===== config.mk =====
export PLATFORM = sky130hd
export DESIGN_NAME = rv_core
export DESIGN_NICKNAME = d
export VERILOG_FILES = /design/src/hw/rv_pkg.sv /design/src/hw/rv_dec_if.sv /design/src/hw/rv_alu.sv /design/src/hw/rv_control.sv /design/src/hw/rv_core.sv /design/src/hw/rv_decode.sv /design/src/hw/rv_regfile.sv
export SDC_FILE = /design/constraint.sdc
export NUM_CORES = 2
export LEC_CHECK = 0
export BUFFER_PORTS_ARGS = -buffer_cell sky130_fd_sc_hd__buf_2
export CAP_MARGIN = 15
export CORE_ASPECT_RATIO = 0.75
export CORE_MARGIN = 4
export CORE_UTILIZATION = 60
export DETAILED_ROUTE_END_ITERATION = 16
export PLACE_DENSITY_LB_ADDON = 0.05
export SLEW_MARGIN = 20
export SYNTH_ARGS = -nofsm -noshare
export SYNTH_HDL_FRONTEND = slang
export SYNTH_SLANG_ARGS = --single-unit

===== constraint.sdc =====
create_clock -name i_clk -period 17.65 [get_ports i_clk]
set_clock_uncertainty 0.15 [all_clocks]
set_input_delay 3.53 -clock i_clk [delete_from_list [all_inputs] [get_ports i_clk]]
set_output_delay 3.53 -clock i_clk [all_outputs]
set_load 0.005 [all_outputs]

===== src/hw/rv_pkg.sv =====
`default_nettype none

package rv_pkg;

    typedef logic [31:0] word_t;
    typedef logic [4:0]  reg_idx_t;

    typedef enum logic [3:0]
    {
        cls_lui,
        cls_auipc,
        cls_jal,
        cls_jalr,
        cls_branch,
        cls_load,
        cls_store,
        cls_op_imm,
        cls_op,
        cls_illegal
    } inst_class_e;

    // the last six only drive the condition flag
    typedef enum logic [3:0]
    {
        alu_add,
        alu_sub,
        alu_slt,
        alu_sltu,
        alu_xor,
        alu_or,
        alu_and,
        alu_eq,
        alu_ne,
        alu_lt,
        alu_ge,
        alu_ltu,
        alu_geu
    } alu_op_e;

    localparam logic [6:0] opc_lui    = 7'b0110111;
    localparam logic [6:0] opc_auipc  = 7'b0010111;
    localparam logic [6:0] opc_jal    = 7'b1101111;
    localparam logic [6:0] opc_jalr   = 7'b1100111;
    localparam logic [6:0] opc_branch = 7'b1100011;
    localparam logic [6:0] opc_load   = 7'b0000011;
    localparam logic [6:0] opc_store  = 7'b0100011;
    localparam logic [6:0] opc_op_imm = 7'b0010011;
    localparam logic [6:0] opc_op     = 7'b0110011;

    // all zero is never a legal encoding
    localparam word_t inst_halt = 32'h0000_0000;

endpackage

`default_nettype wire


===== src/hw/rv_dec_if.sv =====
`default_nettype none

interface rv_dec_if;

    rv_pkg::inst_class_e inst_class;
    rv_pkg::alu_op_e     alu_op;
    rv_pkg::reg_idx_t    rd;
    rv_pkg::reg_idx_t    rs1;
    rv_pkg::reg_idx_t    rs2;
    // sign extended, already shifted for b, u and j formats
    rv_pkg::word_t       imm;
    logic                use_imm;

    modport producer
    (
        output inst_class, alu_op, rd, rs1, rs2, imm, use_imm
    );

    modport consumer
    (
        input inst_class, alu_op, rd, rs1, rs2, imm, use_imm
    );

endinterface

`default_nettype wire


===== src/hw/rv_alu.sv =====
`default_nettype none

module rv_alu
(
    input  rv_pkg::alu_op_e i_op,
    input  rv_pkg::word_t   i_a,
    input  rv_pkg::word_t   i_b,
    output rv_pkg::word_t   o_result,
    output logic            o_cond
);

logic w_lt;
logic w_ltu;

assign w_lt  = ($signed(i_a) < $signed(i_b));
assign w_ltu = (i_a < i_b);

always_comb
begin
    o_result = '0;
    o_cond   = 1'b0;

    case (i_op)
        rv_pkg::alu_add:  o_result = i_a + i_b;
        rv_pkg::alu_sub:  o_result = i_a - i_b;
        rv_pkg::alu_slt:  o_result = {31'b0, w_lt};
        rv_pkg::alu_sltu: o_result = {31'b0, w_ltu};
        rv_pkg::alu_xor:  o_result = i_a ^ i_b;
        rv_pkg::alu_or:   o_result = i_a | i_b;
        rv_pkg::alu_and:  o_result = i_a & i_b;

        // branch compares
        rv_pkg::alu_eq:   o_cond = (i_a == i_b);
        rv_pkg::alu_ne:   o_cond = (i_a != i_b);
        rv_pkg::alu_lt:   o_cond = w_lt;
        rv_pkg::alu_ge:   o_cond = !w_lt;
        rv_pkg::alu_ltu:  o_cond = w_ltu;
        rv_pkg::alu_geu:  o_cond = !w_ltu;
        default:
        begin
            o_result = '0;
            o_cond   = 1'b0;
        end
    endcase
end

endmodule

`default_nettype wire


===== src/hw/rv_control.sv =====
`default_nettype none

module rv_control
#(
    parameter rv_pkg::word_t p_reset_pc = '0
)
(
    input  logic          i_clk,
    input  logic          i_rst,
    input  logic          i_enable,

    rv_dec_if.consumer    dec,
    output rv_pkg::word_t o_inst,

    input  rv_pkg::word_t i_rs1_data,
    input  rv_pkg::word_t i_rs2_data,
    output rv_pkg::word_t o_alu_b,
    input  rv_pkg::word_t i_alu_result,
    input  logic          i_alu_cond,

    output logic          o_rd_wr_en,
    output rv_pkg::word_t o_rd_data,

    output logic          o_mem_write_en,
    output rv_pkg::word_t o_mem_addr,
    output rv_pkg::word_t o_mem_data,
    input  rv_pkg::word_t i_mem_data,

    output logic          o_halted
);

typedef enum logic [2:0]
{
    st_fetch,
    st_fetch_wait,
    st_decode,
    st_execute,
    st_load_wait,
    st_load_write,
    st_halt
} state_e;

state_e        r_state;
rv_pkg::word_t r_pc;
rv_pkg::word_t r_inst_buf;

rv_pkg::word_t w_pc_plus4;
rv_pkg::word_t w_pc_imm;
logic          w_writes_rd;

assign o_inst   = r_inst_buf;
assign o_halted = (r_state == st_halt);

assign w_pc_plus4 = r_pc + 32'd4;
// branch, jal and auipc all add the immediate to pc
assign w_pc_imm   = r_pc + dec.imm;

assign o_alu_b = dec.use_imm ? dec.imm : i_rs2_data;

assign w_writes_rd = (dec.inst_class == rv_pkg::cls_lui)
                  || (dec.inst_class == rv_pkg::cls_auipc)
                  || (dec.inst_class == rv_pkg::cls_jal)
                  || (dec.inst_class == rv_pkg::cls_jalr)
                  || (dec.inst_class == rv_pkg::cls_op_imm)
                  || (dec.inst_class == rv_pkg::cls_op);

assign o_rd_wr_en = i_enable
                 && (((r_state == st_execute) && w_writes_rd) || (r_state == st_load_write));

always_comb
begin
    if (r_state == st_load_write)
        o_rd_data = i_mem_data;
    else
    begin
        case (dec.inst_class)
            rv_pkg::cls_lui:   o_rd_data = dec.imm;
            rv_pkg::cls_auipc: o_rd_data = w_pc_imm;
            rv_pkg::cls_jal,
            rv_pkg::cls_jalr:  o_rd_data = w_pc_plus4;
            default:           o_rd_data = i_alu_result;
        endcase
    end
end

always_ff @(posedge i_clk)
begin
    if (i_rst)
    begin
        r_state        <= st_fetch;
        r_pc           <= p_reset_pc;
        o_mem_write_en <= 1'b0;
        o_mem_addr     <= p_reset_pc;
    end
    else if (i_enable)
    begin
        case (r_state)
            st_fetch:
            begin
                // also ends a store strobe
                o_mem_write_en <= 1'b0;
                o_mem_addr     <= r_pc;
                r_state        <= st_fetch_wait;
            end
            st_fetch_wait:
            begin
                r_state <= st_decode;
            end
            st_decode:
            begin
                r_inst_buf <= i_mem_data;
                r_state    <= st_execute;
            end
            st_execute:
            begin
                r_pc    <= w_pc_plus4;
                r_state <= st_fetch;
                case (dec.inst_class)
                    rv_pkg::cls_jal:
                        r_pc <= w_pc_imm;
                    rv_pkg::cls_jalr:
                        r_pc <= {i_alu_result[31:1], 1'b0};
                    rv_pkg::cls_branch:
                    begin
                        if (i_alu_cond)
                            r_pc <= w_pc_imm;
                    end
                    rv_pkg::cls_load:
                    begin
                        o_mem_addr <= i_alu_result;
                        r_state    <= st_load_wait;
                    end
                    rv_pkg::cls_store:
                    begin
                        o_mem_write_en <= 1'b1;
                        o_mem_addr     <= i_alu_result;
                        o_mem_data     <= i_rs2_data;
                    end
                    rv_pkg::cls_illegal:
                    begin
                        r_pc    <= r_pc;
                        r_state <= st_halt;
                    end
                    default:
                    begin
                    end
                endcase
            end
            st_load_wait:
            begin
                r_state <= st_load_write;
            end
            st_load_write:
            begin
                r_state <= st_fetch;
            end
            default:
            begin
                // halted until reset
                r_state <= st_halt;
            end
        endcase
    end
end

endmodule

`default_nettype wire


===== src/hw/rv_core.sv =====
`default_nettype none

module rv_core
#(
    parameter rv_pkg::word_t p_reset_pc = '0
)
(
    input  logic          i_clk,
    input  logic          i_rst,
    input  logic          i_enable,

    output logic          o_mem_write_en,
    output rv_pkg::word_t o_mem_addr,
    output rv_pkg::word_t o_mem_data,
    input  rv_pkg::word_t i_mem_data,

    output logic          o_halted
);

rv_pkg::word_t w_inst;
rv_pkg::word_t w_rs1_data;
rv_pkg::word_t w_rs2_data;
rv_pkg::word_t w_alu_b;
rv_pkg::word_t w_alu_result;
logic          w_alu_cond;
logic          w_rd_wr_en;
rv_pkg::word_t w_rd_data;

rv_dec_if dec_bus ();

rv_decode u_decode
(
    .i_inst (w_inst),
    .dec    (dec_bus.producer)
);

rv_regfile u_regfile
(
    .i_clk      (i_clk),
    .i_rst      (i_rst),
    .i_rs1      (dec_bus.rs1),
    .i_rs2      (dec_bus.rs2),
    .o_rs1_data (w_rs1_data),
    .o_rs2_data (w_rs2_data),
    .i_wr_en    (w_rd_wr_en),
    .i_rd       (dec_bus.rd),
    .i_rd_data  (w_rd_data)
);

// operand a is always rs1
rv_alu u_alu
(
    .i_op     (dec_bus.alu_op),
    .i_a      (w_rs1_data),
    .i_b      (w_alu_b),
    .o_result (w_alu_result),
    .o_cond   (w_alu_cond)
);

rv_control #(.p_reset_pc(p_reset_pc)) u_control
(
    .i_clk          (i_clk),
    .i_rst          (i_rst),
    .i_enable       (i_enable),
    .dec            (dec_bus.consumer),
    .o_inst         (w_inst),
    .i_rs1_data     (w_rs1_data),
    .i_rs2_data     (w_rs2_data),
    .o_alu_b        (w_alu_b),
    .i_alu_result   (w_alu_result),
    .i_alu_cond     (w_alu_cond),
    .o_rd_wr_en     (w_rd_wr_en),
    .o_rd_data      (w_rd_data),
    .o_mem_write_en (o_mem_write_en),
    .o_mem_addr     (o_mem_addr),
    .o_mem_data     (o_mem_data),
    .i_mem_data     (i_mem_data),
    .o_halted       (o_halted)
);

endmodule

`default_nettype wire


===== src/hw/rv_decode.sv =====
`default_nettype none

module rv_decode
(
    input  rv_pkg::word_t i_inst,
    rv_dec_if.producer    dec
);

logic [6:0] w_opcode;
logic [2:0] w_funct3;
logic [6:0] w_funct7;

rv_pkg::word_t w_imm_i;
rv_pkg::word_t w_imm_s;
rv_pkg::word_t w_imm_b;
rv_pkg::word_t w_imm_u;
rv_pkg::word_t w_imm_j;

rv_pkg::alu_op_e w_arith_op;
logic            w_arith_ok;

assign w_opcode = i_inst[6:0];
assign w_funct3 = i_inst[14:12];
assign w_funct7 = i_inst[31:25];

assign w_imm_i = {{20{i_inst[31]}}, i_inst[31:20]};
assign w_imm_s = {{20{i_inst[31]}}, i_inst[31:25], i_inst[11:7]};
assign w_imm_b = {{19{i_inst[31]}}, i_inst[31], i_inst[7], i_inst[30:25], i_inst[11:8], 1'b0};
assign w_imm_u = {i_inst[31:12], 12'b0};
assign w_imm_j = {{11{i_inst[31]}}, i_inst[31], i_inst[19:12], i_inst[20], i_inst[30:21], 1'b0};

assign dec.rd  = i_inst[11:7];
assign dec.rs1 = i_inst[19:15];
assign dec.rs2 = i_inst[24:20];

// funct3 map shared by op and op_imm, shift slots are rejected
always_comb
begin
    w_arith_ok = 1'b1;
    case (w_funct3)
        3'b000:  w_arith_op = rv_pkg::alu_add;
        3'b010:  w_arith_op = rv_pkg::alu_slt;
        3'b011:  w_arith_op = rv_pkg::alu_sltu;
        3'b100:  w_arith_op = rv_pkg::alu_xor;
        3'b110:  w_arith_op = rv_pkg::alu_or;
        3'b111:  w_arith_op = rv_pkg::alu_and;
        default:
        begin
            w_arith_op = rv_pkg::alu_add;
            w_arith_ok = 1'b0;
        end
    endcase
end

always_comb
begin
    dec.inst_class = rv_pkg::cls_illegal;
    dec.alu_op     = rv_pkg::alu_add;
    dec.imm        = w_imm_i;
    dec.use_imm    = 1'b1;

    case (w_opcode)
        rv_pkg::opc_lui:
        begin
            dec.inst_class = rv_pkg::cls_lui;
            dec.imm        = w_imm_u;
        end
        rv_pkg::opc_auipc:
        begin
            dec.inst_class = rv_pkg::cls_auipc;
            dec.imm        = w_imm_u;
        end
        rv_pkg::opc_jal:
        begin
            dec.inst_class = rv_pkg::cls_jal;
            dec.imm        = w_imm_j;
        end
        rv_pkg::opc_jalr:
        begin
            if (w_funct3 == 3'b000)
                dec.inst_class = rv_pkg::cls_jalr;
        end
        rv_pkg::opc_branch:
        begin
            dec.imm        = w_imm_b;
            dec.use_imm    = 1'b0;
            dec.inst_class = rv_pkg::cls_branch;
            case (w_funct3)
                3'b000:  dec.alu_op = rv_pkg::alu_eq;
                3'b001:  dec.alu_op = rv_pkg::alu_ne;
                3'b100:  dec.alu_op = rv_pkg::alu_lt;
                3'b101:  dec.alu_op = rv_pkg::alu_ge;
                3'b110:  dec.alu_op = rv_pkg::alu_ltu;
                3'b111:  dec.alu_op = rv_pkg::alu_geu;
                default: dec.inst_class = rv_pkg::cls_illegal;
            endcase
        end
        rv_pkg::opc_load:
        begin
            // word accesses only
            if (w_funct3 == 3'b010)
                dec.inst_class = rv_pkg::cls_load;
        end
        rv_pkg::opc_store:
        begin
            dec.imm = w_imm_s;
            if (w_funct3 == 3'b010)
                dec.inst_class = rv_pkg::cls_store;
        end
        rv_pkg::opc_op_imm:
        begin
            dec.alu_op = w_arith_op;
            if (w_arith_ok)
                dec.inst_class = rv_pkg::cls_op_imm;
        end
        rv_pkg::opc_op:
        begin
            dec.use_imm = 1'b0;
            dec.alu_op  = w_arith_op;
            if (w_funct7 == 7'b0000000 && w_arith_ok)
            begin
                dec.inst_class = rv_pkg::cls_op;
            end
            else if (w_funct7 == 7'b0100000 && w_funct3 == 3'b000)
            begin
                dec.inst_class = rv_pkg::cls_op;
                dec.alu_op     = rv_pkg::alu_sub;
            end
        end
        default:
        begin
            dec.inst_class = rv_pkg::cls_illegal;
        end
    endcase
end

endmodule

`default_nettype wire


===== src/hw/rv_regfile.sv =====
`default_nettype none

module rv_regfile
(
    input  logic             i_clk,
    input  logic             i_rst,

    input  rv_pkg::reg_idx_t i_rs1,
    input  rv_pkg::reg_idx_t i_rs2,
    output rv_pkg::word_t    o_rs1_data,
    output rv_pkg::word_t    o_rs2_data,

    input  logic             i_wr_en,
    input  rv_pkg::reg_idx_t i_rd,
    input  rv_pkg::word_t    i_rd_data
);

// x1 to x31, x0 has no storage
rv_pkg::word_t r_regs [1:31];

assign o_rs1_data = (i_rs1 == '0) ? '0 : r_regs[i_rs1];
assign o_rs2_data = (i_rs2 == '0) ? '0 : r_regs[i_rs2];

always_ff @(posedge i_clk)
begin
    // no writes while the core sits in reset
    if (!i_rst && i_wr_en && i_rd != '0)
    begin
        r_regs[i_rd] <= i_rd_data;
    end
end

endmodule

`default_nettype wire


Word level (Yosys, flattened, before mapping)
Memories as Yosys holds them, arrays and structs flattened. A register that Yosys moved wholly into a read port is not among the register bits.
Cells that the tools add are included.

word-level totals
  register bits after elaboration = 132
  bits in writable memories = 992
  input port bits = 35
  output and inout bits = 66
  word-level logic and storage cells = 135
  memories kept = 1

memory list
  name              words  bits a word  rd ports  clocked after Yosys merged registers in  wr ports  RTL line          RTL
  u_regfile.r_regs  31     32           2         2                                        1         rv_regfile.sv:19  rv_pkg::word_t r_regs [1:31];

operators by class
  $add $sub $neg = 4
  magnitude comparators = 2
  equal/unequal tests = 48
  multiplexer cells = 34
  bitwise operators = 5
  reductions and logical operators = 35

operators with widths
  kind                     count
  $pmux W32 S7             1
  $mux W32                 6
  $pmux W32 S4             1
  $pmux W31 S4             1
  $pmux W32 S3             1
  $add A32 B32 Y32         2
  $lt A32 B32 Y1           2
  $pmux W32 S2             1
  $pmux W4 S9              1
  $add A32 B3 Y32 const B  1
  $and A32 B32 Y32         1
  $eq A32 B32 Y1           1
  $eq A4 B3 Y1 const B     8
  $ne A32 B32 Y1           1
  $or A32 B32 Y32          1
  $sub A32 B32 Y32         1
  $xor A32 B32 Y32         1
  $eq A4 B4 Y1 const B     7
  $eq A7 B6 Y1 const B     4
  $mux W4                  7
  $pmux W4 S6              1
  $eq A3 B3 Y1 const B     7
  $eq A7 B7 Y1 const B     3
  $pmux W3 S6              1
  other kinds (29)         67

Logic depth before layout (Yosys ltp)
  word-level depth = 19
  depth in mapped cells = 26
  depth with buffers taken out = 19

Cells and area by module
A second synthesis with hierarchy kept.

second synthesis, totals
  cell total of the unflattened synthesis = 4754
  area, all modules = 61846.8 um^2

modules (own cells, without submodules)
  module      instances  cells each  area an instance (um^2)
  rv_regfile  1          2738        46602.2
  rv_control  1          1084        9106.2
  rv_alu      1          793         5173.7
  rv_decode   1          139         964.7

Worst setup path before layout
Ideal clock, no wire load.

  path kind = register to register
  start = reg with a tool-made name
  end = mem u_regfile.r_regs[10][22] (netlist bit), data pin
  arrival = 6.169 ns
  data required time = 17.054 ns
  slack = 10.884 ns
  stages on the path, launching flop included = 20
  buffers on the path = 3
  cell sequence = dfxtp_1 clkbuf_1 clkbuf_1 buf_1 mux4_2 mux4_2 mux2i_1 nor2_1 mux2_2 ha_1 fa_1 a211oi_1 o21ai_0 a21oi_1 a31oi_1 a21oi_1 xnor2_1 o21ai_0 o21ai_0 o21ai_0

RTL lines
  item              RTL line
  end: declaration  rv_regfile.sv:19

==> results.json <==
{
  "dr_wl_met2_mm": 88.10,
  "endpoint_kind": "flop",
  "p_seq_share_pct": 51.9,
  "clk_pin_slew_worst_paths_ns": 0.07,
  "finalInstanceArea_um2": 67210,
  "rsz0062_at_grt": "false",
  "die_x_um": 376.8,
  "hold_buffers": 0,
  "fmax_mhz": 105.5,
  "ys.flop_type": "edfxtp_1",
  "power_leakage_nw": 22.70,
  "min_period_ns": 9.478,
  "fp.coreArea_um2": 101200,
  "clkPwrFrac_pct": 41.1,
  "totalWireLength_mm": 201.5,
  "clock_path_buffers": 3,
  "viasPerCell": 7.433,
  "power_mw": 5.786,
  "synthesis.nets": 4378,
  "synth_area_um2": 61190,
  "ys_seq_area_share_pct": 54.37,
  "vias": 42130,
  "tns_ns": 0,
  "worstSetupPathType": "flop to flop",
  "yosysTopAreaCellShare_pct": 51.82,
  "synth_area_per_cell_um2": 14.59,
  "cp_max_fo": 44,
  "whs_path_depth": 2,
  "ys_ff_latch": 1134,
  "synth_cell_types": 96,
  "place_area_um2": 63550,
  "grt_usage_pct": 37.69,
  "drive_above_1_share_pct": 25.06,
  "yosys-top-cells-count": "edfxtp_1, mux4_2, nor2_1",
  "switching_power_mw": 1.344,
  "clock_latency_ns": 0.76,
  "portBuffers": 100,
  "yosysMostFrequentCell": "edfxtp_1",
  "async_flop_share_pct": 0,
  "slew_headroom_pct": 23.01,
  "outcome": "finished clean",
  "cts_inserted_buffers": 110,
  "wl_met3_mm": 26.43,
  "die_y_um": 284.6,
  "cts.sinks": 1134,
  "hp-class": "flop to flop",
  "pin_count": 101,
  "antenna_found_initial": 4,
  "drtIter0Drc": 6978,
  "power.internal_mw": 4.442,
  "dp_hpwl_mm": 124.1,
  "place_congestion": 1.057,
  "netSwitchingFraction_pct": 23.23,
  "worst_setup_path_start_kind": "flop",
  "drv_slew": 0,
  "overflow": 0,
  "worst_slew_pin_slew_ns": 1.155,
  "num-nets-final": 4414,
  "grt_pass1_vias": 40200,
  "drt-wirelength-per-cell_um": 35.55,
  "synth_cells": 4193,
  "drv_cap": 0,
  "worstPathRequired_ns": 18.01,
  "power.density_nw_per_um2": 86.09,
  "clock_tree.root_cell": "clkbuf_16",
  "htree_levels": 3,
  "cts_tree": "yes",
  "cts_setup_buffers": 0,
  "highest_layer": "met5",
  "reg2reg_depth": 21,
  "area_delta_synth_final_pct": 9.833,
  "setup_viol_count_final": 0,
  "peakVddDrop_v": 0.00009969,
  "fp.dieArea_um2": 107200,
  "cp.arrival_ns": 9.84,
  "drc": 0,
  "ant_nets": 0,
  "yosysWarnings": 0,
  "grt_pass1_wl_mm": 289.3,
  "yosys.area.top_type": "edfxtp_1",
  "cts_resized": 0,
  "drt-pass1-iter-count": 6,
  "comb_power_share_pct": 7.0,
  "drt-met1-wl_mm": 76.61,
  "synth-edff-count": 1056,
  "placementRows": 101,
  "finalCritPeriodShare_pct": 53.70,
  "hold_violations": 0,
  "grt_max_degree": 153,
  "synth_area_leaders": "edfxtp_1, mux4_2, ha_1, dfxtp_1, a21oi_1",
  "start_util_pct": 60.45
}
[flip-flops by register name (all words and copies together) (netlist names), named ones only]
signal	cells
u_control.o_mem_write_en	1
u_control.r_state	3
u_control.o_inst	32
u_control.o_mem_data	32
u_regfile.r_regs	992
u_control.r_pc	32
u_control.o_mem_addr	32
[placed cells by master, fill, tap and decap left out, types with 57 or more instances in the layout]
cell type / count
nor2_1: 306
nand2_1: 209
buf_4: 113
o21ai_0: 149
ha_1: 147
buf_2: 100
xnor2_1: 57
a21oi_1: 251
inv_1: 143
mux2i_1: 117
edfxtp_1: 1056
clkbuf_16: 110
mux4_2: 576
dfxtp_1: 68
[stage by stage]
step	instances	setup slack (ns)	hold WS (ns)	utilization [%]
6_report	5668	8.172	0.2979	66.40
5_1_grt	5664	7.640	0.3170	66.39
4_1_cts	5663	8.310	0.2987	66.36
3_5_place_dp	5455	8.398	0.2923	62.79
3_3_place_gp	5454	8.451	0.2891	62.77
2_1_floorplan	4193	10.88	0.2982	-
[layout make-up]
type	count	area [um^2]
Tap cell	1339	1675
Antenna cell	4	10.01
Multi-Input combinational cell	2621	26630
Clock inverter	75	716.9
Fill cell	7042	34010
Inverter	144	540.5
Sequential cell	1134	33310
Clock buffer	133	2897
Timing Repair Buffer	218	1431
[per-layer routing]
layer  track usage, %  vias to the layer above
met2            54.36                     3257
met3            9.335                      548
met4            16.02                        2
li1                 -                    16950
met5                0                        -
met1            55.42                    21380
[worst paths after layout]
path / to / startpoint / slack, ns
worst min-delay path: u_control.o_mem_addr[21] / u_control.o_mem_addr[21] / 0.30
worst max register to register: u_regfile.r_regs[20][26] / flop / 8.17
worst max-delay path: u_regfile.r_regs[20][26] / flop / 8.17
worst min register to register: u_control.o_mem_addr[21] / u_control.o_mem_addr[21] / 0.30
[cells by family (layout without fill, tap and decap cells)]
| kind of cell | count (synthesis) | count (layout) | share of synthesized area (%) |
|---|---|---|---|
| other | 0 | 4 | 0 |
| adder cells (fa/ha/maj) | 150 | 150 | 3.104 |
| buffers and inverters | 438 | 570 | 2.787 |
| AND/OR/NAND/NOR | 880 | 880 | 6.649 |
| AO/OA/AOI/OAI | 801 | 801 | 8.512 |
| multiplexers | 711 | 711 | 23.44 |
| flip-flops | 1134 | 1134 | 54.37 |
| XOR/XNOR | 79 | 79 | 1.131 |
[power groups by stage]
stage	combinational [mW]	sequential, mW	clock [mW]
after floorplan	0.253	3.05	0
after global placement	0.390	3.06	0
after detailed placement	0.394	3.06	0
after CTS	0.395	3.00	2.40
after global routing	0.429	3.00	2.52
final	0.407	3.00	2.38
[worst max-delay path, stage by stage, from the launching register on]
cell,delay [ns]
dfxtp_4,0.76
buf_4,0.60
buf_4,0.73
buf_4,0.80
mux4_2,0.59
mux4_2,0.52
mux2i_1,0.28
nor2_1,0.12
mux2_2,0.33
ha_1,0.27
fa_1,0.50
a211oi_1,0.33
o21ai_0,0.27
a21oi_1,0.34
a31oi_1,0.30
a21oi_1,0.36
nor2b_1,0.11
o32ai_1,0.34
mux2i_1,0.46
nor3_1,0.09
o211ai_1,0.42
buf_4,0.39
Note: power is estimated with default switching activity, not from simulation.
